### config.mk
export PLATFORM = sky130hd
export DESIGN_NAME = gfx_pattern
export DESIGN_NICKNAME = d
export VERILOG_FILES = /design/src/logic/gfx_pkg.sv /design/src/logic/gfx_pattern.sv
export SDC_FILE = /design/constraint.sdc
export NUM_CORES = 1
export LEC_CHECK = 0
export ABC_CLOCK_PERIOD_IN_PS = 6400
export BUFFER_PORTS_ARGS = -buffer_cell sky130_fd_sc_hd__buf_2
export CAP_MARGIN = 20
export CORE_ASPECT_RATIO = 1.75
export CORE_MARGIN = 4
export CORE_UTILIZATION = 30
export DETAILED_ROUTE_END_ITERATION = 8
export SYNTH_ARGS = -nofsm -noshare
export SYNTH_HDL_FRONTEND = slang
export SYNTH_SLANG_ARGS = --single-unit
### constraint.sdc
create_clock -name clk -period 6.4 [get_ports clk]
set_input_delay 1.28 -clock clk [delete_from_list [all_inputs] [get_ports clk]]
set_output_delay 1.28 -clock clk [all_outputs]
set_load 0.01 [all_outputs]
### src/logic/gfx_pkg.sv
package gfx_pkg;

  // pattern mode select
  localparam logic mode_bars    = 1'b0;
  localparam logic mode_checker = 1'b1;

  // top level defaults
  localparam int default_h_width     = 12;
  localparam int default_v_width     = 12;
  localparam int default_pixel_width = 12;

  // one third of the pixel per channel
  localparam int channel_width = default_pixel_width / 3;

  // rescale a channel value from an m-bit range to an n-bit range
  function automatic int rgb_m_to_n(input int value, input int m, input int n);
    int result;
    if (n <= m) begin
      result = value >> (m - n);
    end else begin
      result = value << (n - m);
    end
    return result;
  endfunction

  // 75% levels, taken from the 10-bit SMPTE values
  localparam logic [channel_width-1:0] c_off =
    channel_width'(rgb_m_to_n(64, 10, channel_width));
  localparam logic [channel_width-1:0] c_on =
    channel_width'(rgb_m_to_n(721, 10, channel_width));

  // packed as red, green, blue from msb down
  localparam logic [default_pixel_width-1:0] white   = {c_on, c_on, c_on};
  localparam logic [default_pixel_width-1:0] yellow  = {c_on, c_on, c_off};
  localparam logic [default_pixel_width-1:0] cyan    = {c_off, c_on, c_on};
  localparam logic [default_pixel_width-1:0] green   = {c_off, c_on, c_off};
  localparam logic [default_pixel_width-1:0] magenta = {c_on, c_off, c_on};
  localparam logic [default_pixel_width-1:0] red     = {c_on, c_off, c_off};
  localparam logic [default_pixel_width-1:0] blue    = {c_off, c_off, c_on};
  localparam logic [default_pixel_width-1:0] black   = {c_off, c_off, c_off};

endpackage

### src/logic/gfx_pattern.sv
module gfx_pattern
  import gfx_pkg::*;
#(
  parameter int h_width     = default_h_width,
  parameter int v_width     = default_v_width,
  parameter int pixel_width = default_pixel_width
) (
  input  logic                   clk,
  input  logic                   rst_n,

  input  logic                   start,
  output logic                   done,

  output logic                   gfx_valid,
  output logic [h_width-1:0]     gfx_x,
  output logic [v_width-1:0]     gfx_y,
  output logic [pixel_width-1:0] gfx_pixel,
  input  logic                   gfx_ready,

  input  logic [h_width-1:0]     h_visible,
  input  logic [v_width-1:0]     v_visible
);

  logic                        running;
  logic                        running_next;
  logic                        done_next;
  logic                        valid_next;

  logic [h_width-1:0]          x;
  logic [h_width-1:0]          x_next;
  logic [v_width-1:0]          y;
  logic [v_width-1:0]          y_next;

  // eight equal columns across the visible width
  logic [h_width-1:0]          col_width;
  logic [2:0]                  col;
  logic [2:0]                  col_next;
  logic [h_width-1:0]          col_edge;
  logic [h_width-1:0]          col_edge_next;

  logic [7:0][pixel_width-1:0] col_colors;

  // index 0 is the leftmost bar
  assign col_colors = {
    pixel_width'(black), pixel_width'(blue), pixel_width'(red), pixel_width'(magenta),
    pixel_width'(green), pixel_width'(cyan), pixel_width'(yellow), pixel_width'(white)
  };

  assign col_width = h_visible >> 3;

  // running and done together give idle, running and done
  always_comb begin
    valid_next    = gfx_valid && !gfx_ready;
    x_next        = x;
    y_next        = y;
    col_next      = col;
    col_edge_next = col_edge;
    running_next  = running;
    done_next     = done;

    if (start) begin
      // the frame size may differ from the last frame
      running_next  = 1'b1;
      done_next     = 1'b0;
      x_next        = '0;
      y_next        = '0;
      col_next      = '0;
      col_edge_next = col_width;
    end else if (running && gfx_valid && gfx_ready) begin
      if (x < h_visible - 1'b1) begin
        x_next = x + 1'b1;
        // leftover pixels past the last edge stay in the last bar
        if (x == col_edge - 1'b1 && col != 3'd7) begin
          col_next      = col + 1'b1;
          col_edge_next = col_edge + col_width;
        end
      end else begin
        x_next        = '0;
        col_next      = '0;
        col_edge_next = col_width;
        if (y < v_visible - 1'b1) begin
          y_next = y + 1'b1;
        end else begin
          y_next       = '0;
          running_next = 1'b0;
          done_next    = 1'b1;
        end
      end
    end

    if (!gfx_valid || gfx_ready) begin
      valid_next = running_next;
    end
  end

  always_ff @(posedge clk) begin
    if (!rst_n) begin
      gfx_valid <= 1'b0;
      running   <= 1'b0;
      done      <= 1'b0;
      x         <= '0;
      y         <= '0;
      col       <= '0;
      col_edge  <= '0;
    end else begin
      gfx_valid <= valid_next;
      running   <= running_next;
      done      <= done_next;
      x         <= x_next;
      y         <= y_next;
      col       <= col_next;
      col_edge  <= col_edge_next;
    end
  end

  assign gfx_x     = x;
  assign gfx_y     = y;
  assign gfx_pixel = col_colors[col];

  // a stalled beat is never withdrawn
  valid_held_a: assert property (
    @(posedge clk) disable iff (!rst_n)
    gfx_valid && !gfx_ready |=> gfx_valid
  );

endmodule

==> results.sh, run 1 <==
export IMPL_globalRouteMet1Util_pct=15.46
export IMPL_tightestPinTransition_ns=0.8636
export IMPL_wl_per_cell_um=15.15
export IMPL_syn_inst=470
export IMPL_yosysSeqAreaShare_pct=23.88
export IMPL_regArea_um2=900.9
export IMPL_synth_compound_area_share_pct=15.89
export IMPL_yosysTopAreaCellShare_pct=23.88
export IMPL_avgSynthCellArea_um2=8.026
export IMPL_cts_sinks=45
export IMPL_cts_tree="yes"
export IMPL_holdWs_ns=0.4653
export IMPL_syn_to_final_growth_pct=14.89
export IMPL_port_buffers=59
export IMPL_power_density_nw_per_um2=174.1
export IMPL_grt_antenna_before_repair=0
export IMPL_path_clk_slew_ns=0.07
export IMPL_grt_overflow_total=0
export IMPL_fin_ws_ns=1.659
export IMPL_fin_nets=585
export IMPL_die_w_um=92.77
export IMPL_cp_end_kind="flop"
export IMPL_r2r_start="gfx_x[1]"
export IMPL_yosys_top_cells_area="dfxtp_1, ha_1, xnor2_1, nand2_1, nor2_1"
export IMPL_clock_latency_ns=0.30
export IMPL_cp_arrival_ns=4.97
export IMPL_worstPathRequired_ns=6.63
export IMPL_worstSetupEndpoint="col_edge[9]"
export IMPL_synth_fa_ha_area_share_pct=13.13
export IMPL_cp_max_fo=21
export IMPL_die_y_um=156.3
export IMPL_grt_pass1_wl_um=17220
export IMPL_rows=54
export IMPL_post_cts_buffers=0
export IMPL_setup_viol=0
export IMPL_path_cells="buf_2 > or3_1 > or3_1 > nor3_1 > xnor2_1 > ha_1 > nand4_1 > a2111oi_0 > dlymetal6s2s_1 > o31ai_1 > nand2_1 > nor4_1 > o21bai_1"
export IMPL_drtIter0Drc=126
export IMPL_yosysWarnings=0
export IMPL_r2r_end="col_edge[9]"
export IMPL_setup_tns_ns=0
export IMPL_dp_hpwl_um=8293
export IMPL_pre_cts_slack_ns=0.9290
export IMPL_synth_xor_area_share_pct=11.14
export IMPL_worstHoldPathType="flop to flop"
export IMPL_crit_start="h_visible[7]"
export IMPL_grt_start_max_net_pins=24
export IMPL_numCtsBuffers=5
export IMPL_fin_util_pct=35.05
export IMPL_synth_top_area_cell="dfxtp_1"
export IMPL_drtPass1Iterations=4
export IMPL_ctsHoldBuffers=0
export IMPL_yosys_top_cells_count="nand2_1, dfxtp_1, nor2_1, ha_1, xnor2_1"
export IMPL_globalRouteMet2Util_pct=28.26
export IMPL_cts_root_buf="clkbuf_16"
export IMPL_synth_edf_count=0
export IMPL_postCtsResizedCells=0
export IMPL_dominantRegCellSynth="dfxtp_1"
export IMPL_peakVddDrop_uv=94.66
export IMPL_io_pins=66
export IMPL_synth_most_common_cell="nand2_1"
export IMPL_ant_nets=0
export IMPL_worst_setup_path_start_kind="input port"
export IMPL_grt_pass1_vias=3617
export IMPL_h_tree_depth=2
export IMPL_vias=3523
export IMPL_start_util_pct=30.51
export IMPL_cap_violations=0
export IMPL_status="finished, final reports clean"
export IMPL_clockBufferDepth=2
export IMPL_synth_mux_area_share_pct=5.274
export IMPL_drcViolationCount=0
export IMPL_power_leakage_nw=1.912
export IMPL_grt_usage_pct=14.74
export IMPL_crit_slowest_cell="o31ai_1"
export IMPL_cp_top_family="simple AND/OR/NAND/NOR gates"
export IMPL_min_period_ns=4.741
export IMPL_grt_busiest_layer="met2"
export IMPL_path_depth=13
export IMPL_n_antenna_cell=0
export IMPL_grt_util_met3_pct=2.261
export IMPL_yosys_area_share_simple_pct=25.11
export IMPL_core_area_um2=12360
export IMPL_slowest_delay_ns=0.62
export IMPL_worst_r2r_path_depth=9
export IMPL_worst_path_buf_inv=2
export IMPL_netlist_cell_type_count=57
export IMPL_vias_per_cell=5.128
export IMPL_drive_gt1_share_pct=15.80
export IMPL_period_share_pct=74.08
export IMPL_nFillCells=1287
export IMPL_rsz0062_at_grt="false"
export IMPL_place_gp_congestion=0.8665
export IMPL_timing_final_hold_violations=0
export IMPL_p_total_w=0.0007547
export IMPL_totalWireLength_um=10410
export IMPL_synth_top_family_by_area="simple AND/OR/NAND/NOR gates"
export IMPL_async_flop_share_pct=0
export IMPL_ff2ff_setup_slack_ns=3.08
export IMPL_synth_area_um2=3772
export IMPL_slew_headroom_pct=42.30
export IMPL_die_area_um2=14500
export IMPL_ys_seq_elements=45
export IMPL_fin_skew_ns=0.009632
export IMPL_timing_critical_path_mode_cell="or3_1"
export IMPL_drv_slew=0
export IMPL_clock_fmax_mhz=210.9
export IMPL_critPathKind="input port to flop"
export IMPL_multi_input_area_um2=2690
-- cells in the final DEF (no fill, tap or decap), drive strengths merged, types with 3 or more instances in the layout --
cell type | netlist | layout
nor2 | 43 | 43
o21ai | 26 | 26
mux2 | 7 | 7
a21o | 7 | 7
a22o | 7 | 7
a21oi | 19 | 19
dfxtp | 45 | 45
or3 | 7 | 7
a221o | 4 | 4
xnor2 | 30 | 30
nand3 | 13 | 13
nand2 | 50 | 50
nor4 | 10 | 10
ha | 38 | 38
or4 | 3 | 3
nand2b | 3 | 3
buf | 15 | 61
conb | 2 | 6
and2 | 3 | 3
inv | 15 | 18
and3 | 7 | 7
nor3 | 14 | 14
nor4b | 3 | 3
nand4 | 13 | 13
xor2 | 18 | 18
o21a | 4 | 4
clkbuf | 10 | 5
mux2i | 12 | 12
nor2b | 11 | 11
nand3b | 3 | 3
-- state kept, by name (all words and copies together), names as in the netlist --
register	count
col_edge	12
gfx_x	12
gfx_y	12
col	3
gfx_pixel	3
done	1
gfx_valid	1
running	1
-- worst min-delay path by stage --
stage / slack (ns) / cells after the start / startpoint / endpoint
floorplan: 0.46 / 2 / running / running
global placement: 0.44 / 2 / done / done
CTS: 0.47 / 2 / done / done
detailed placement: 0.45 / 2 / done / done
global route: 0.51 / 2 / done / done
finish: 0.47 / 2 / done / done
-- cell type report --
type | count | area share, %
clock buffer | 5 | 2.887
clock inverter | 3 | 0.6640
inverter | 15 | 1.299
multi-input combinational | 389 | 62.07
sequential | 45 | 20.79
tap | 168 | 4.850
timing repair buffer | 62 | 7.448
-- per-stage QoR --
stage	instance area, um2	cells
2_1_floorplan	3787	474
3_3_place_gp	4168	678
3_5_place_dp	4168	678
4_1_cts	4322	686
5_1_grt	4334	687
6_report	4334	687
-- power breakdown --
part / switching, W / leakage (nW) / internal, W
Clock: 0.000128 / 0.0767 / 0.000151
Combinational: 0.0000989 / 1.47 / 0.0000764
Sequential: 0.0000140 / 0.365 / 0.000287
Total: 0.000241 / 1.91 / 0.000514
-- worst reg2reg max path, stage by stage (launching register included) --
cell and delay [ns]:
dfxtp_1 0.47, ha_1 0.29, o21a_1 0.10, o21ai_0 0.23
a2111oi_0 0.18, dlymetal6s2s_1 0.22, o31ai_1 0.62, nand2_1 0.62
nor4_1 0.38, o21bai_1 0.14
-- routing by layer --
| metal | up-vias | part of all wire, % |
|---|---|---|
| li1 | 1774 | - |
| met5 | - | 0 |
| met3 | 19 | 4.5 |
| met4 | 0 | 3.2 |
| met1 | 1654 | 38 |
| met2 | 76 | 55 |
-- cells by family after synthesis --
group           Yosys count
simple gates            188
compound gates           89
xor+xnor                 48
flops                    45
buf+inv                  40
fa+ha+maj                39
mux                      19
other cells               2
Power figures use the tool's default switching activity.
==> inputs of run 2 (changes only) <==
--- a/config.mk
+++ b/config.mk
@@ -5,7 +5,7 @@
 export SDC_FILE = /design/constraint.sdc
 export NUM_CORES = 1
 export LEC_CHECK = 0
-export ABC_CLOCK_PERIOD_IN_PS = 6400
+export ABC_CLOCK_PERIOD_IN_PS = 4900
 export BUFFER_PORTS_ARGS = -buffer_cell sky130_fd_sc_hd__buf_2
 export CAP_MARGIN = 20
 export CORE_ASPECT_RATIO = 1.75
==> constraint.sdc (replaced) <==
create_clock -name clk -period 4.9 [get_ports clk]
set_input_delay 0.98 -clock clk [delete_from_list [all_inputs] [get_ports clk]]
set_output_delay 0.98 -clock clk [all_outputs]
set_load 0.01 [all_outputs]
==> run 2 against run 1 <==
Sequential power rose by 31%. Flip-flop and latch count did not move. Non-clock buffer count rose by 2. Largest power group unchanged. Highest routed layer unchanged.
==> results.sh, run 2 (synthesis results as in run 1) <==
export IMPL_slew_headroom_pct=38.33
export IMPL_totalWireLength_um=10220
export IMPL_worst_setup_path_start_kind="input port"
export IMPL_drive_gt1_share_pct=16.31
export IMPL_grt_start_max_net_pins=24
export IMPL_p_total_w=0.0009723
export IMPL_nFillCells=1294
export IMPL_crit_slowest_cell="nor2_1"
export IMPL_tightestPinTransition_ns=0.9230
export IMPL_cts_sinks=45
export IMPL_pwr_share_comb_pct=23.3
export IMPL_worstHoldPathType="flop to flop"
export IMPL_cp_arrival_ns=4.26
export IMPL_min_period_ns=4.025
export IMPL_wl_per_cell_um=14.83
export IMPL_drtPass1Iterations=4
export IMPL_rows=54
export IMPL_h_tree_depth=2
export IMPL_power_density_nw_per_um2=224.2
export IMPL_vias=3552
export IMPL_peakVddDrop_uv=127.9
export IMPL_final_common_cell="buf_2"
export IMPL_place_area_um2=4190
export IMPL_die_area_um2=14500
export IMPL_syn_to_final_growth_pct=14.96
export IMPL_clockBufferDepth=2
export IMPL_cts_tree="yes"
export IMPL_cp_top_family="simple AND/OR/NAND/NOR gates"
export IMPL_setup_tns_ns=0
export IMPL_dp_hpwl_um=8227
export IMPL_seqPwrFrac_pct=40.4
export IMPL_ff2ff_setup_slack_ns=1.77
export IMPL_layout_common_cells="buf_2, nand2_1, dfxtp_1"
export IMPL_drcViolationCount=0
export IMPL_critPathKind="input port to flop"
export IMPL_timing_final_hold_violations=0
export IMPL_path_clk_slew_ns=0.07
export IMPL_drv_slew=0
export IMPL_grt_pass1_vias=3589
export IMPL_post_cts_buffers=0
export IMPL_p_int_w=0.0006654
export IMPL_setup_viol=0
export IMPL_p_sw_w=0.0003069
export IMPL_power_leakage_nw=1.897
export IMPL_rsz0062_at_grt="false"
export IMPL_cap_violations=0
export IMPL_grt_pass1_wl_um=17240
export IMPL_grt_antenna_before_repair=0
export IMPL_path_cells="buf_2 > or3_1 > or3_1 > nor3_1 > xnor2_1 > ha_1 > nand4_1 > a2111oi_0 > buf_4 > o31ai_1 > buf_4 > nor2_1 > mux2_2"
export IMPL_p_clk_share_pct=36.2
export IMPL_fin_nets=587
export IMPL_cp_end_kind="flop"
export IMPL_numCtsBuffers=5
export IMPL_slowest_delay_ns=0.54
export IMPL_grt_usage_pct=14.68
export IMPL_vias_per_cell=5.155
export IMPL_place_gp_congestion=0.8654
export IMPL_die_y_um=156.3
export IMPL_cts_root_buf="clkbuf_16"
export IMPL_grt_overflow_total=0
export IMPL_die_w_um=92.77
export IMPL_worst_path_buf_inv=3
export IMPL_status="finished, final reports clean"
export IMPL_instances_no_fill=689
export IMPL_port_buffers=59
export IMPL_core_area_um2=12360
export IMPL_cp_max_fo=11
export IMPL_ctsHoldBuffers=0
export IMPL_clock_latency_ns=0.30
export IMPL_start_util_pct=30.51
export IMPL_ant_nets=0
export IMPL_io_pins=66
export IMPL_period_share_pct=82.15
export IMPL_drtIter0Drc=110
export IMPL_pre_cts_slack_ns=0.5914
export IMPL_clock_fmax_mhz=248.4
export IMPL_n_antenna_cell=0
export IMPL_place_inst=681
export IMPL_postCtsResizedCells=0
export IMPL_stdcell_area_um2=4337
export IMPL_worstPathRequired_ns=5.14
export IMPL_fin_skew_ns=0.006095
export IMPL_swShare_pct=31.57
export IMPL_fin_ws_ns=0.8746
-- run 2: path summary, 6_finish.rpt --
kind / start / to / depth (start not counted)
worst max register to register: col_edge[1] / col_edge[2] / 10
worst max-delay path: h_visible[7] / gfx_y[0] / 13
worst min register to register: done / done / 2
worst min-delay path: done / done / 2
-- run 2: through the flow --
stage,hold WS (ns),util [%]
2_1_floorplan,0.4617,-
3_3_place_gp,0.4463,33.89
3_5_place_dp,0.4409,33.89
4_1_cts,0.4590,35.07
5_1_grt,0.4736,35.07
6_report,0.4527,35.07
-- run 2: area by class of cell --
type,count,area (um2),share of cell area [%]
Clock buffer,5,125.1,2.885
Multi-Input combinational cell,389,2690,62.03
Sequential cell,45,900.9,20.77
Clock inverter,3,21.27,0.4905
Inverter,15,56.30,1.298
Timing Repair Buffer,64,332.8,7.675
Tap cell,168,210.2,4.847
-- run 2: layer usage --
metal | global-route usage, % | up-vias | share of wire (%)
li1 | - | 1780 | -
met1 | 15.58 | 1669 | 39
met2 | 28.33 | 85 | 55
met3 | 2.501 | 18 | 4.4
met4 | 5.451 | 0 | 2.4
met5 | 0 | - | 0
-- run 2: power groups by stage --
stage / sequential [W] / clock (W) / combinational, W
6_report: 0.000393 / 0.000352 / 0.000227
4_1_cts: 0.000393 / 0.000361 / 0.000226
3_5_place_dp: 0.000401 / 0 / 0.000225
2_1_floorplan: 0.000393 / 0 / 0.000178
3_3_place_gp: 0.000401 / 0 / 0.000221
5_1_grt: 0.000395 / 0.000370 / 0.000258
-- run 2: tightest hold or removal path: stages (launching register included) --
cell	delay, ns
dfxtp_1	0.31
inv_1	0.05
a21oi_1	0.05
