$ cat src/logic/gfx_pkg.sv
package gfx_pkg;

  // pattern mode select
  localparam logic mode_bars    = 1'b0;
  localparam logic mode_checker = 1'b1;

  // top level defaults
  localparam int default_h_width     = 12;
  localparam int default_v_width     = 12;
  localparam int default_pixel_width = 12;

  // one third of the pixel per channel
  localparam int channel_width = default_pixel_width / 3;

  // rescale a channel value from an m-bit range to an n-bit range
  function automatic int rgb_m_to_n(input int value, input int m, input int n);
    int result;
    if (n <= m) begin
      result = value >> (m - n);
    end else begin
      result = value << (n - m);
    end
    return result;
  endfunction

  // 75% levels, taken from the 10-bit SMPTE values
  localparam logic [channel_width-1:0] c_off =
    channel_width'(rgb_m_to_n(64, 10, channel_width));
  localparam logic [channel_width-1:0] c_on =
    channel_width'(rgb_m_to_n(721, 10, channel_width));

  // packed as red, green, blue from msb down
  localparam logic [default_pixel_width-1:0] white   = {c_on, c_on, c_on};
  localparam logic [default_pixel_width-1:0] yellow  = {c_on, c_on, c_off};
  localparam logic [default_pixel_width-1:0] cyan    = {c_off, c_on, c_on};
  localparam logic [default_pixel_width-1:0] green   = {c_off, c_on, c_off};
  localparam logic [default_pixel_width-1:0] magenta = {c_on, c_off, c_on};
  localparam logic [default_pixel_width-1:0] red     = {c_on, c_off, c_off};
  localparam logic [default_pixel_width-1:0] blue    = {c_off, c_off, c_on};
  localparam logic [default_pixel_width-1:0] black   = {c_off, c_off, c_off};

endpackage

$ cat src/logic/gfx_source_select.sv
module gfx_source_select
  import gfx_pkg::*;
#(
  parameter int h_width     = default_h_width,
  parameter int v_width     = default_v_width,
  parameter int pixel_width = default_pixel_width
) (
  input  logic                   clk,
  input  logic                   rst_n,

  input  logic                   start,
  input  logic                   mode,
  output logic                   start_bars,
  output logic                   start_checker,
  input  logic                   done_bars,
  input  logic                   done_checker,
  output logic                   done,

  input  logic                   valid_bars,
  input  logic [h_width-1:0]     x_bars,
  input  logic [v_width-1:0]     y_bars,
  input  logic [pixel_width-1:0] pixel_bars,
  output logic                   ready_bars,

  input  logic                   valid_checker,
  input  logic [h_width-1:0]     x_checker,
  input  logic [v_width-1:0]     y_checker,
  input  logic [pixel_width-1:0] pixel_checker,
  output logic                   ready_checker,

  output logic                   gfx_valid,
  output logic [h_width-1:0]     gfx_x,
  output logic [v_width-1:0]     gfx_y,
  output logic [pixel_width-1:0] gfx_pixel,
  input  logic                   gfx_ready
);

  // source held for the whole frame
  logic sel_mode;

  always_ff @(posedge clk) begin
    if (!rst_n) begin
      sel_mode <= mode_bars;
    end else if (start) begin
      sel_mode <= mode;
    end
  end

  assign start_bars    = start && (mode == mode_bars);
  assign start_checker = start && (mode == mode_checker);

  assign done          = (sel_mode == mode_checker) ? done_checker : done_bars;

  // no register on the stream path
  assign gfx_valid     = (sel_mode == mode_checker) ? valid_checker : valid_bars;
  assign gfx_x         = (sel_mode == mode_checker) ? x_checker : x_bars;
  assign gfx_y         = (sel_mode == mode_checker) ? y_checker : y_bars;
  assign gfx_pixel     = (sel_mode == mode_checker) ? pixel_checker : pixel_bars;

  assign ready_bars    = gfx_ready && (sel_mode == mode_bars);
  assign ready_checker = gfx_ready && (sel_mode == mode_checker);

  // only one generator may be streaming at a time
  one_source_a: assert property (
    @(posedge clk) disable iff (!rst_n)
    !(valid_bars && valid_checker)
  );

endmodule

$ cat config.mk
export PLATFORM = sky130hd
export DESIGN_NAME = gfx_source_select
export DESIGN_NICKNAME = d
export VERILOG_FILES = /design/src/logic/gfx_pkg.sv /design/src/logic/gfx_source_select.sv
export SDC_FILE = /design/constraint.sdc
export NUM_CORES = 1
export LEC_CHECK = 0
export BUFFER_PORTS_ARGS = -buffer_cell sky130_fd_sc_hd__buf_4
export CAP_MARGIN = 20
export CORE_ASPECT_RATIO = 0.9
export CORE_MARGIN = 5
export CORE_UTILIZATION = 20
export CTS_CLUSTER_SIZE = 12
export DETAILED_ROUTE_END_ITERATION = 8
export GPL_TIMING_DRIVEN = 0
export PLACE_DENSITY_LB_ADDON = 0.3
export SETUP_SLACK_MARGIN = 0.2
export SYNTH_ARGS = -nofsm -noshare
export SYNTH_HDL_FRONTEND = slang
export SYNTH_SLANG_ARGS = --single-unit
$ cat constraint.sdc
create_clock -name clk -period 1.1 [get_ports clk]
set_input_delay 0.22 -clock clk [delete_from_list [all_inputs] [get_ports clk]]
set_output_delay 0.22 -clock clk [all_outputs]
set_load 0.02 [all_outputs]
==> impl_metrics.py, run 1 <==
metrics = {
    "final_layout": {
        "nets": 254,
        "largest_reg_flops": 1,
        "drive_above_1_share_pct": 97.7,
        "regMostFlops": "sel_mode",
        "reg_top3": "sel_mode x1",
        "area_delta_synth_final_pct": 211,
        "post-route-util_pct": 65.9,
        "final-instance-count-excl-fill": 199,
        "postLayoutCellArea_um2": 1650,
        "insertedDiodeCount": 0,
    },
    "power": {
        "comb_power_share_pct": 94.9,
        "switchingPower_uw": 314,
        "p_clk_share_pct": 0,
        "power.density_nw_per_um2": 521,
        "peakVddDrop_mv": 0.324,
        "p_sw_share_pct": 36.5,
        "leakagePower_uw": 0.000921,
        "p_seq_share_pct": 5.1,
        "total_power_uw": 861,
        "intPower_uw": 547,
    },
    "place": {
        "post_dp_cell_area_um2": 1650,
        "dp.cells": 199,
        "gp_congestion": 0.721,
        "dp_hpwl_mm": 2.74,
        "portBuffers": 122,
    },
    "worst_setup_path": {
        "worst-path-max-fanout": 10,
        "critPathArrivalTime_ns": 1.02,
        "start_kind": "flip-flop",
        "endpoint_kind": "output pin",
        "cp.required_ns": 0.88,
        "worstSetupPathType": "reg2out",
    },
    "floorplanning": {
        "die_area_um2": 3790,
        "die_x_um": 64.4,
        "chipHeight_um": 58.9,
        "start_util_pct": 21.2,
        "rows": 17,
        "ios": 123,
        "core_um2": 2510,
    },
    "logic_synthesis": {
        "synth_edf_count": 0,
        "yosysTopAreaCell": "mux2_2",
        "synthFlopType": "dfxtp_1",
        "netlist_instances": 49,
        "synth_warnings": 0,
        "syn_area_per_cell_um2": 10.9,
        "synthesis.area_um2": 532,
        "syn-num-nets": 130,
        "async_flop_share_pct": 0,
        "yosysMostFrequentCell": "mux2_2",
        "ys_ff_latch": 1,
        "synth_seq_area_share_pct": 3.76,
        "synth_top_area_share_pct": 80.5,
        "synth.top_cells.by_count": "mux2_2, buf_6, nor2b_1, and2_1",
        "yosysUniqueCellTypes": 6,
        "synth_area_leaders": "mux2_2, buf_6, dfxtp_1",
    },
    "routing": {
        "wire_per_inst_um": 14.7,
        "via_per_inst": 4.48,
        "drt_iter0_drc": 11,
        "post-route-drc-count": 0,
        "firstDrtPassIters": 2,
        "ant_nets": 0,
        "vias": 892,
        "wl_mm": 2.92,
    },
    "grt": {
        "grt_usage_pct": 13.4,
        "grt_pass1_wl_mm": 4.15,
        "overflow": 0,
        "grt_max_degree": 11,
        "first_global_vias": 906,
        "antenna_found_initial": 0,
    },
    "clock_tree": {
        "clk_latency_ns": 0,
        "cts.clk_slew.worst_paths_ns": 0,
        "ctsHoldBuffers": 0,
    },
    "sta": {
        "slew_viol_final": 0,
        "fmax_mhz": 807,
        "worst_slew_pin_slew_ns": 0.112,
        "setup_viol": 38,
        "fin_crit_ns": 1.24,
        "skew_ns": 0,
        "rsz0062_at_grt": "true",
        "max_slew_margin_pct": 92.5,
        "hold_viol": 0,
        "period_share_pct": 113,
        "finalWorstSetupSlack_ns": -0.139,
        "setup_tns_ns": -4.93,
    },
    "status": {
        "status": "finished with violations",
        "violations": "setup timing",
    },
    "flow_run": {
        "max_cap_viol_count": 0,
    },
    "hold_path": {
        "hp-class": "in2reg",
    },
}
==> critical path: stages, from the launching register on <==
cell and delay, ns:
dfxtp_4 0.38, buf_8 0.17, mux2_4 0.31, buf_4 0.16
==> final timing paths <==
path | slack, ns | cells past startpoint | start | end
worst max-delay path | -0.14 | 3 | sel_mode$_SDFFE_PN0P_ | gfx_pixel[1]
worst min-delay path | 0.44 | 2 | rst_n | sel_mode$_SDFFE_PN0P_
worst max register to register | 0.34 | 2 | sel_mode$_SDFFE_PN0P_ | sel_mode$_SDFFE_PN0P_
worst min register to register | 0.66 | 2 | sel_mode$_SDFFE_PN0P_ | sel_mode$_SDFFE_PN0P_
==> power by group through the flow <==
stage,logic (uW),clock network (uW),registers [uW]
after floorplan,415,0,42.8
after global placement,812,0,44.1
after detailed placement,827,0,43.5
after CTS,828,0,43.7
after global routing,859,0,44.0
final,817,0,43.5
==> kinds of logic (layout without fill, tap and decap cells) <==
group / after synthesis / in the layout / share of synthesized area [%]
mux: 38 / 38 / 80.5
simple gates: 5 / 5 / 5.88
buf+inv: 4 / 126 / 8.47
compound gates: 1 / 1 / 1.41
flops: 1 / 1 / 3.76
==> what timing repair did <==
item,CTS,global route
endpoints found under the hold margin,0,0
pin swaps,0,0
gates resized for setup,0,0
buffers inserted,0,0
setup endpoints to repair,40,40
==> cell type report <==
class	count	area [um^2]
tap	28	35.0
fill	203	857
multi-input combinational	44	618
sequential	1	23.8
buffer	4	60.1
timing repair buffer	122	916
==> placed cells by master, fill, tap and decap left out, drive strengths merged <==
cell / n
and2: 2
buf: 126
dfxtp: 1
mux2: 38
nor2b: 3
o21a: 1
==> routing by layer <==
metal  track usage (%)  vias up  part of all wire, %
met5                 0        -                    0
met4                 0        0                    0
met3              2.48        0                  9.7
met2              29.1       62                   57
met1              13.9      404                   33
li1                  -      426                    -
==> metrics by stage <==
stage / worst slack, ns / hold WS [ns]
floorplan: 0.0114 / 0.337
global placement: -0.149 / 0.425
detailed placement: -0.142 / 0.439
CTS: -0.145 / 0.439
global route: -0.165 / 0.452
finish: -0.139 / 0.436
Power figures use the tool's default switching activity.
==> inputs of run 2 (changes only) <==
--- a/config.mk
+++ b/config.mk
@@ -9,7 +9,8 @@
 export CAP_MARGIN = 20
 export CORE_ASPECT_RATIO = 0.9
 export CORE_MARGIN = 5
-export CORE_UTILIZATION = 20
+export CORE_UTILIZATION = 21
+export CTS_BUF_LIST = sky130_fd_sc_hd__clkbuf_8
 export CTS_CLUSTER_SIZE = 12
 export DETAILED_ROUTE_END_ITERATION = 8
 export GPL_TIMING_DRIVEN = 0
==> constraint.sdc (replaced) <==
create_clock -name clk -period 1.1 [get_ports clk]
set_input_delay 0.22 -clock clk [delete_from_list [all_inputs] [get_ports clk]]
set_output_delay 0.22 -clock clk [all_outputs]
set_load 0.005 [all_outputs]
==> run 2 against run 1 <==
Effect of this change:
- the run still ends with setup timing left
- first-iteration DRC count rose by 64%
- die area is 4.0% lower
- combinational power decreased by 22%
- core utilization decreased by 1.6 points
- final area down 4.8%
- critical endpoint is now gfx_x[6]
- largest cell class unchanged
==> impl_metrics.py, run 2 (synthesis results as in run 1) <==
metrics = {
    "floorplanning": {
        "die_x_um": 63.0,
        "ios": 123,
        "core_um2": 2450,
        "die_area_um2": 3640,
        "start_util_pct": 21.7,
        "chipHeight_um": 57.7,
        "rows": 17,
    },
    "final_layout": {
        "n_fill_cell": 201,
        "regMostFlops": "sel_mode",
        "layout_commonest_cell": "buf_4",
        "area_delta_synth_final_pct": 196,
        "nets": 254,
        "largest_reg_flops": 1,
        "drive_above_1_share_pct": 96.5,
        "final_cell_mix": "buf_4, mux2_2, buf_6",
        "reg_top3": "sel_mode x1",
        "insertedDiodeCount": 0,
        "postLayoutCellArea_um2": 1570,
    },
    "routing": {
        "via_per_inst": 4.34,
        "firstDrtPassIters": 2,
        "ant_nets": 0,
        "wire_per_inst_um": 14.6,
        "post-route-drc-count": 0,
        "drt_iter0_drc": 18,
        "vias": 864,
        "wl_mm": 2.92,
    },
    "sta": {
        "rsz0062_at_grt": "true",
        "period_share_pct": 112,
        "fin_crit_ns": 1.23,
        "setup_tns_ns": -4.04,
        "skew_ns": 0,
        "finalWorstSetupSlack_ns": -0.131,
        "hold_viol": 0,
        "setup_viol": 38,
        "fmax_mhz": 812,
        "worst_slew_pin_slew_ns": 0.102,
        "max_slew_margin_pct": 93.2,
        "slew_viol_final": 0,
    },
    "worst_setup_path": {
        "slowest_stage": "dfxtp_4",
        "critPathMaxStageDelay_ns": 0.37,
        "endpoint_kind": "output pin",
        "worstReg2RegEnd": "sel_mode$_SDFFE_PN0P_",
        "critPathArrivalTime_ns": 1.01,
        "regToRegSetupSlack_ns": 0.35,
        "r2r-start": "sel_mode$_SDFFE_PN0P_",
        "worstRegToRegCells": 2,
        "path_delay_family": "flip-flops",
        "start_kind": "flip-flop",
        "worstSetupPathType": "reg2out",
        "path_cells": "buf_6 > mux2_2 > buf_4",
        "critPathBufInv": 2,
        "worst-path-max-fanout": 10,
        "cp.required_ns": 0.88,
    },
    "power": {
        "peakVddDrop_mv": 0.285,
        "switchingPower_uw": 173,
        "total_power_uw": 678,
        "power.density_nw_per_um2": 431,
        "comb_power_share_pct": 93.7,
        "p_clk_share_pct": 0,
        "intPower_uw": 505,
        "p_seq_share_pct": 6.3,
        "leakagePower_uw": 0.000829,
        "p_sw_share_pct": 25.5,
    },
    "place": {
        "post_dp_cell_area_um2": 1490,
        "portBuffers": 122,
        "gp_congestion": 0.712,
        "dp_hpwl_mm": 2.57,
    },
    "grt": {
        "first_global_vias": 908,
        "antenna_found_initial": 0,
        "overflow": 0,
        "grt_pass1_wl_mm": 4.44,
        "grt_usage_pct": 14.3,
        "grt_max_degree": 11,
    },
    "clock_tree": {
        "clk_latency_ns": 0,
        "cts.clk_slew.worst_paths_ns": 0,
        "ctsHoldBuffers": 0,
    },
    "hold_path": {
        "worstHoldEndpoint": "sel_mode$_SDFFE_PN0P_",
        "hold_start": "rst_n",
        "hp-class": "in2reg",
        "worstHoldPathCells": 2,
    },
    "status": {
        "violations": "setup timing",
        "status": "finished with violations",
    },
    "flow_run": {
        "max_cap_viol_count": 0,
    },
}
[run 2: cell counts in the layout (fill, tap and decap cells not counted)]
Identical to the previous run, type by type.
[run 2: power by group through the flow]
| stage | sequential (uW) | combinational, uW | clock, uW |
|---|---|---|---|
| after CTS | 42.7 | 628 | 0 |
| after detailed placement | 42.3 | 591 | 0 |
| after floorplan | 41.3 | 188 | 0 |
| after global placement | 42.3 | 578 | 0 |
| after global routing | 43.6 | 679 | 0 |
| final | 42.9 | 635 | 0 |
[run 2: metrics by stage]
step	cells	hold slack (ns)	worst slack [ns]	utilization, %
floorplan	49	0.337	0.0534	-
global placement	199	0.422	-0.116	60.9
detailed placement	199	0.424	-0.127	60.9
CTS	199	0.428	-0.132	63.4
global route	199	0.428	-0.166	64.3
finish	199	0.425	-0.131	64.3
[run 2: how the worst max path moves through the flow]
stage | end | slack, ns | start | depth (start not counted)
after detailed placement | gfx_y[8] | -0.13 | sel_mode$_SDFFE_PN0P_ | 3
final | gfx_x[6] | -0.13 | sel_mode$_SDFFE_PN0P_ | 3
after floorplan | done | 0.05 | sel_mode$_SDFFE_PN0P_ | 2
after global placement | gfx_y[8] | -0.12 | sel_mode$_SDFFE_PN0P_ | 3
after global routing | gfx_pixel[1] | -0.17 | sel_mode$_SDFFE_PN0P_ | 3
after CTS | gfx_pixel[7] | -0.13 | sel_mode$_SDFFE_PN0P_ | 3
[run 2: area by class of cell]
cell class | count | area, um^2 | share of cell area [%]
tap | 28 | 35.0 | 2.23
timing repair buffer | 122 | 953 | 60.6
buffer | 4 | 52.6 | 3.34
sequential | 1 | 23.8 | 1.51
multi-input combinational | 44 | 508 | 32.3
[run 2: worst register-to-register path, delay by kind of cell (launching register included)]
kind,cells,cell delay (ns)
AND/OR/NAND/NOR,1,0.13
flip-flops,1,0.35
AO/OA/AOI/OAI,1,0.15
[run 2: timing repair]
action                     in CTS  in global routing
setup buffers                   0                  0
setup endpoints to repair      40                 40
resized for setup              16                  6
pin swaps                       0                  0
[run 2: layer usage]
metal | vias to the layer above | part of all wire [%] | GRT usage (%)
li1 | 426 | - | -
met1 | 368 | 34 | 15.4
met2 | 70 | 53 | 28.7
met3 | 0 | 14 | 4.65
met4 | 0 | 0 | 0
met5 | - | 0 | 0
==> inputs of run 3 (changes only) <==
--- a/config.mk
+++ b/config.mk
@@ -5,6 +5,7 @@
 export SDC_FILE = /design/constraint.sdc
 export NUM_CORES = 1
 export LEC_CHECK = 0
+export ABC_CLOCK_PERIOD_IN_PS = 1100
 export BUFFER_PORTS_ARGS = -buffer_cell sky130_fd_sc_hd__buf_4
 export CAP_MARGIN = 20
 export CORE_ASPECT_RATIO = 0.9
==> constraint.sdc (replaced) <==
create_clock -name clk -period 1.1 [get_ports clk]
set_input_delay 0.22 -clock clk [delete_from_list [all_inputs] [get_ports clk]]
set_output_delay 0.22 -clock clk [all_outputs]
set_load 0.1 [all_outputs]
==> run 3 against run 2 <==
Effect of this change:
- global-route usage increased by 9.5 points
- the run still ends with setup timing left
- critical endpoint is now gfx_pixel[3]
- routed wire length increased by 72%
- sequential cell count unchanged
- sequential share of layout area decreased by 0.44 points
- first-iteration DRC count increased to 2.5 times the previous value
- cell count increased by 0.50%
- hold slack improved by 0.0072 ns
- clock skew unchanged
- register-to-register slack got worse by 0.04 ns
- core utilization increased by 26 points
==> impl_metrics.py, run 3 (synthesis results as in run 1) <==
metrics = {
    "final_layout": {
        "n_fill_cell": 80,
        "insertedDiodeCount": 0,
        "reg_top3": "sel_mode x1",
        "multi_input_area_um2": 629,
        "drive_above_1_share_pct": 98.8,
        "postLayoutCellArea_um2": 2210,
        "final_cell_mix": "buf_4, buf_12, mux2_4",
        "nets": 255,
        "regMostFlops": "sel_mode",
        "seqCellArea_um2": 23.8,
        "largest_reg_flops": 1,
        "area_delta_synth_final_pct": 316,
        "layout_commonest_cell": "buf_4",
    },
    "worst_setup_path": {
        "worstSetupPathType": "reg2out",
        "endpoint_kind": "output pin",
        "cp.required_ns": 0.88,
        "start_kind": "flip-flop",
        "worst-path-max-fanout": 10,
        "critPathArrivalTime_ns": 1.09,
    },
    "sta": {
        "fin_crit_ns": 1.31,
        "finalWorstSetupSlack_ns": -0.207,
        "fmax_mhz": 765,
        "hold_viol": 0,
        "setup_viol": 40,
        "period_share_pct": 119,
        "worst_slew_pin_slew_ns": 0.147,
        "skew_ns": 0,
        "slew_viol_final": 0,
        "rsz0062_at_grt": "true",
        "max_slew_margin_pct": 90.2,
    },
    "floorplanning": {
        "start_util_pct": 21.7,
        "core_um2": 2450,
        "rows": 17,
        "chipHeight_um": 57.7,
        "die_area_um2": 3640,
        "die_x_um": 63.0,
        "ios": 123,
    },
    "grt": {
        "grt_max_degree": 11,
        "first_global_vias": 1012,
        "overflow": 0,
        "antenna_found_initial": 0,
        "grt_pass1_wl_mm": 6.67,
        "grt_usage_pct": 23.9,
    },
    "clock_tree": {
        "clk_latency_ns": 0,
        "cts.clk_slew.worst_paths_ns": 0,
        "ctsHoldBuffers": 0,
    },
    "hold_path": {
        "hp-class": "in2reg",
    },
    "status": {
        "violations": "setup timing",
        "status": "finished with violations",
    },
    "power": {
        "power.density_nw_per_um2": 910,
        "leakagePower_uw": 0.00113,
        "total_power_uw": 2010,
        "peakVddDrop_mv": 0.842,
    },
    "routing": {
        "firstDrtPassIters": 4,
        "ant_nets": 0,
        "post-route-drc-count": 0,
        "wl_mm": 5.02,
        "vias": 966,
        "via_per_inst": 4.83,
        "wire_per_inst_um": 25.1,
        "drt_iter0_drc": 45,
    },
    "place": {
        "portBuffers": 122,
        "gp_congestion": 0.731,
        "post_dp_cell_area_um2": 1650,
        "pre_cts_ws_ns": -0.257,
    },
    "flow_run": {
        "max_cap_viol_count": 0,
    },
}
[run 3: cell types whose count changed in the layout (fill, tap and decap cells not counted), sizes merged]
cell and change:
buf +1
[run 3: what timing repair did]
action                                  in CTS  in global routing
endpoints found under the setup margin      42                 42
setup buffers                                0                  1
gates resized for setup                    131                  3
[run 3: worst max-delay path, cell delays in order, from the launching register on]
cell and delay (ns):
dfxtp_4 0.40, buf_12 0.17, mux2_4 0.33, buf_12 0.17
[run 3: area by class of cell]
cell class | count | area share [%]
multi-input cells | 44 | 28.5
repair buffers | 123 | 65.3
well taps | 28 | 1.58
flip-flops and latches | 1 | 1.08
plain buffers | 4 | 3.62
[run 3: final timing paths]
path	cells past startpoint	to	slack, ns	startpoint
setup reg to reg	2	sel_mode$_SDFFE_PN0P_	0.31	sel_mode$_SDFFE_PN0P_
hold / removal	2	sel_mode$_SDFFE_PN0P_	0.43	rst_n
hold reg to reg	2	sel_mode$_SDFFE_PN0P_	0.72	sel_mode$_SDFFE_PN0P_
setup / recovery	3	gfx_pixel[3]	-0.21	sel_mode$_SDFFE_PN0P_
[run 3: report_power, final]
group	switching [uW]	internal, uW	leakage, uW
combinational	1140	830	0.00112
sequential	7.32	38.2	0.00000892
clock	0	0	0
[run 3: layer usage]
layer	share of wire, %	global-route usage (%)
met1	37	26.9
met2	56	48.2
met3	6.5	4.26
met4	0.54	1.21
met5	0	0
[run 3: metrics by stage]
stage | utilization, % | instances | TNS, ns | hold WS [ns]
2_1_floorplan | - | 49 | -3.89 | 0.337
4_1_cts | 89.6 | 199 | -6.70 | 0.429
3_3_place_gp | 67.3 | 199 | -9.21 | 0.421
5_1_grt | 90.4 | 200 | -7.75 | 0.447
6_report | 90.4 | 200 | -7.23 | 0.433
3_5_place_dp | 67.3 | 199 | -9.48 | 0.427
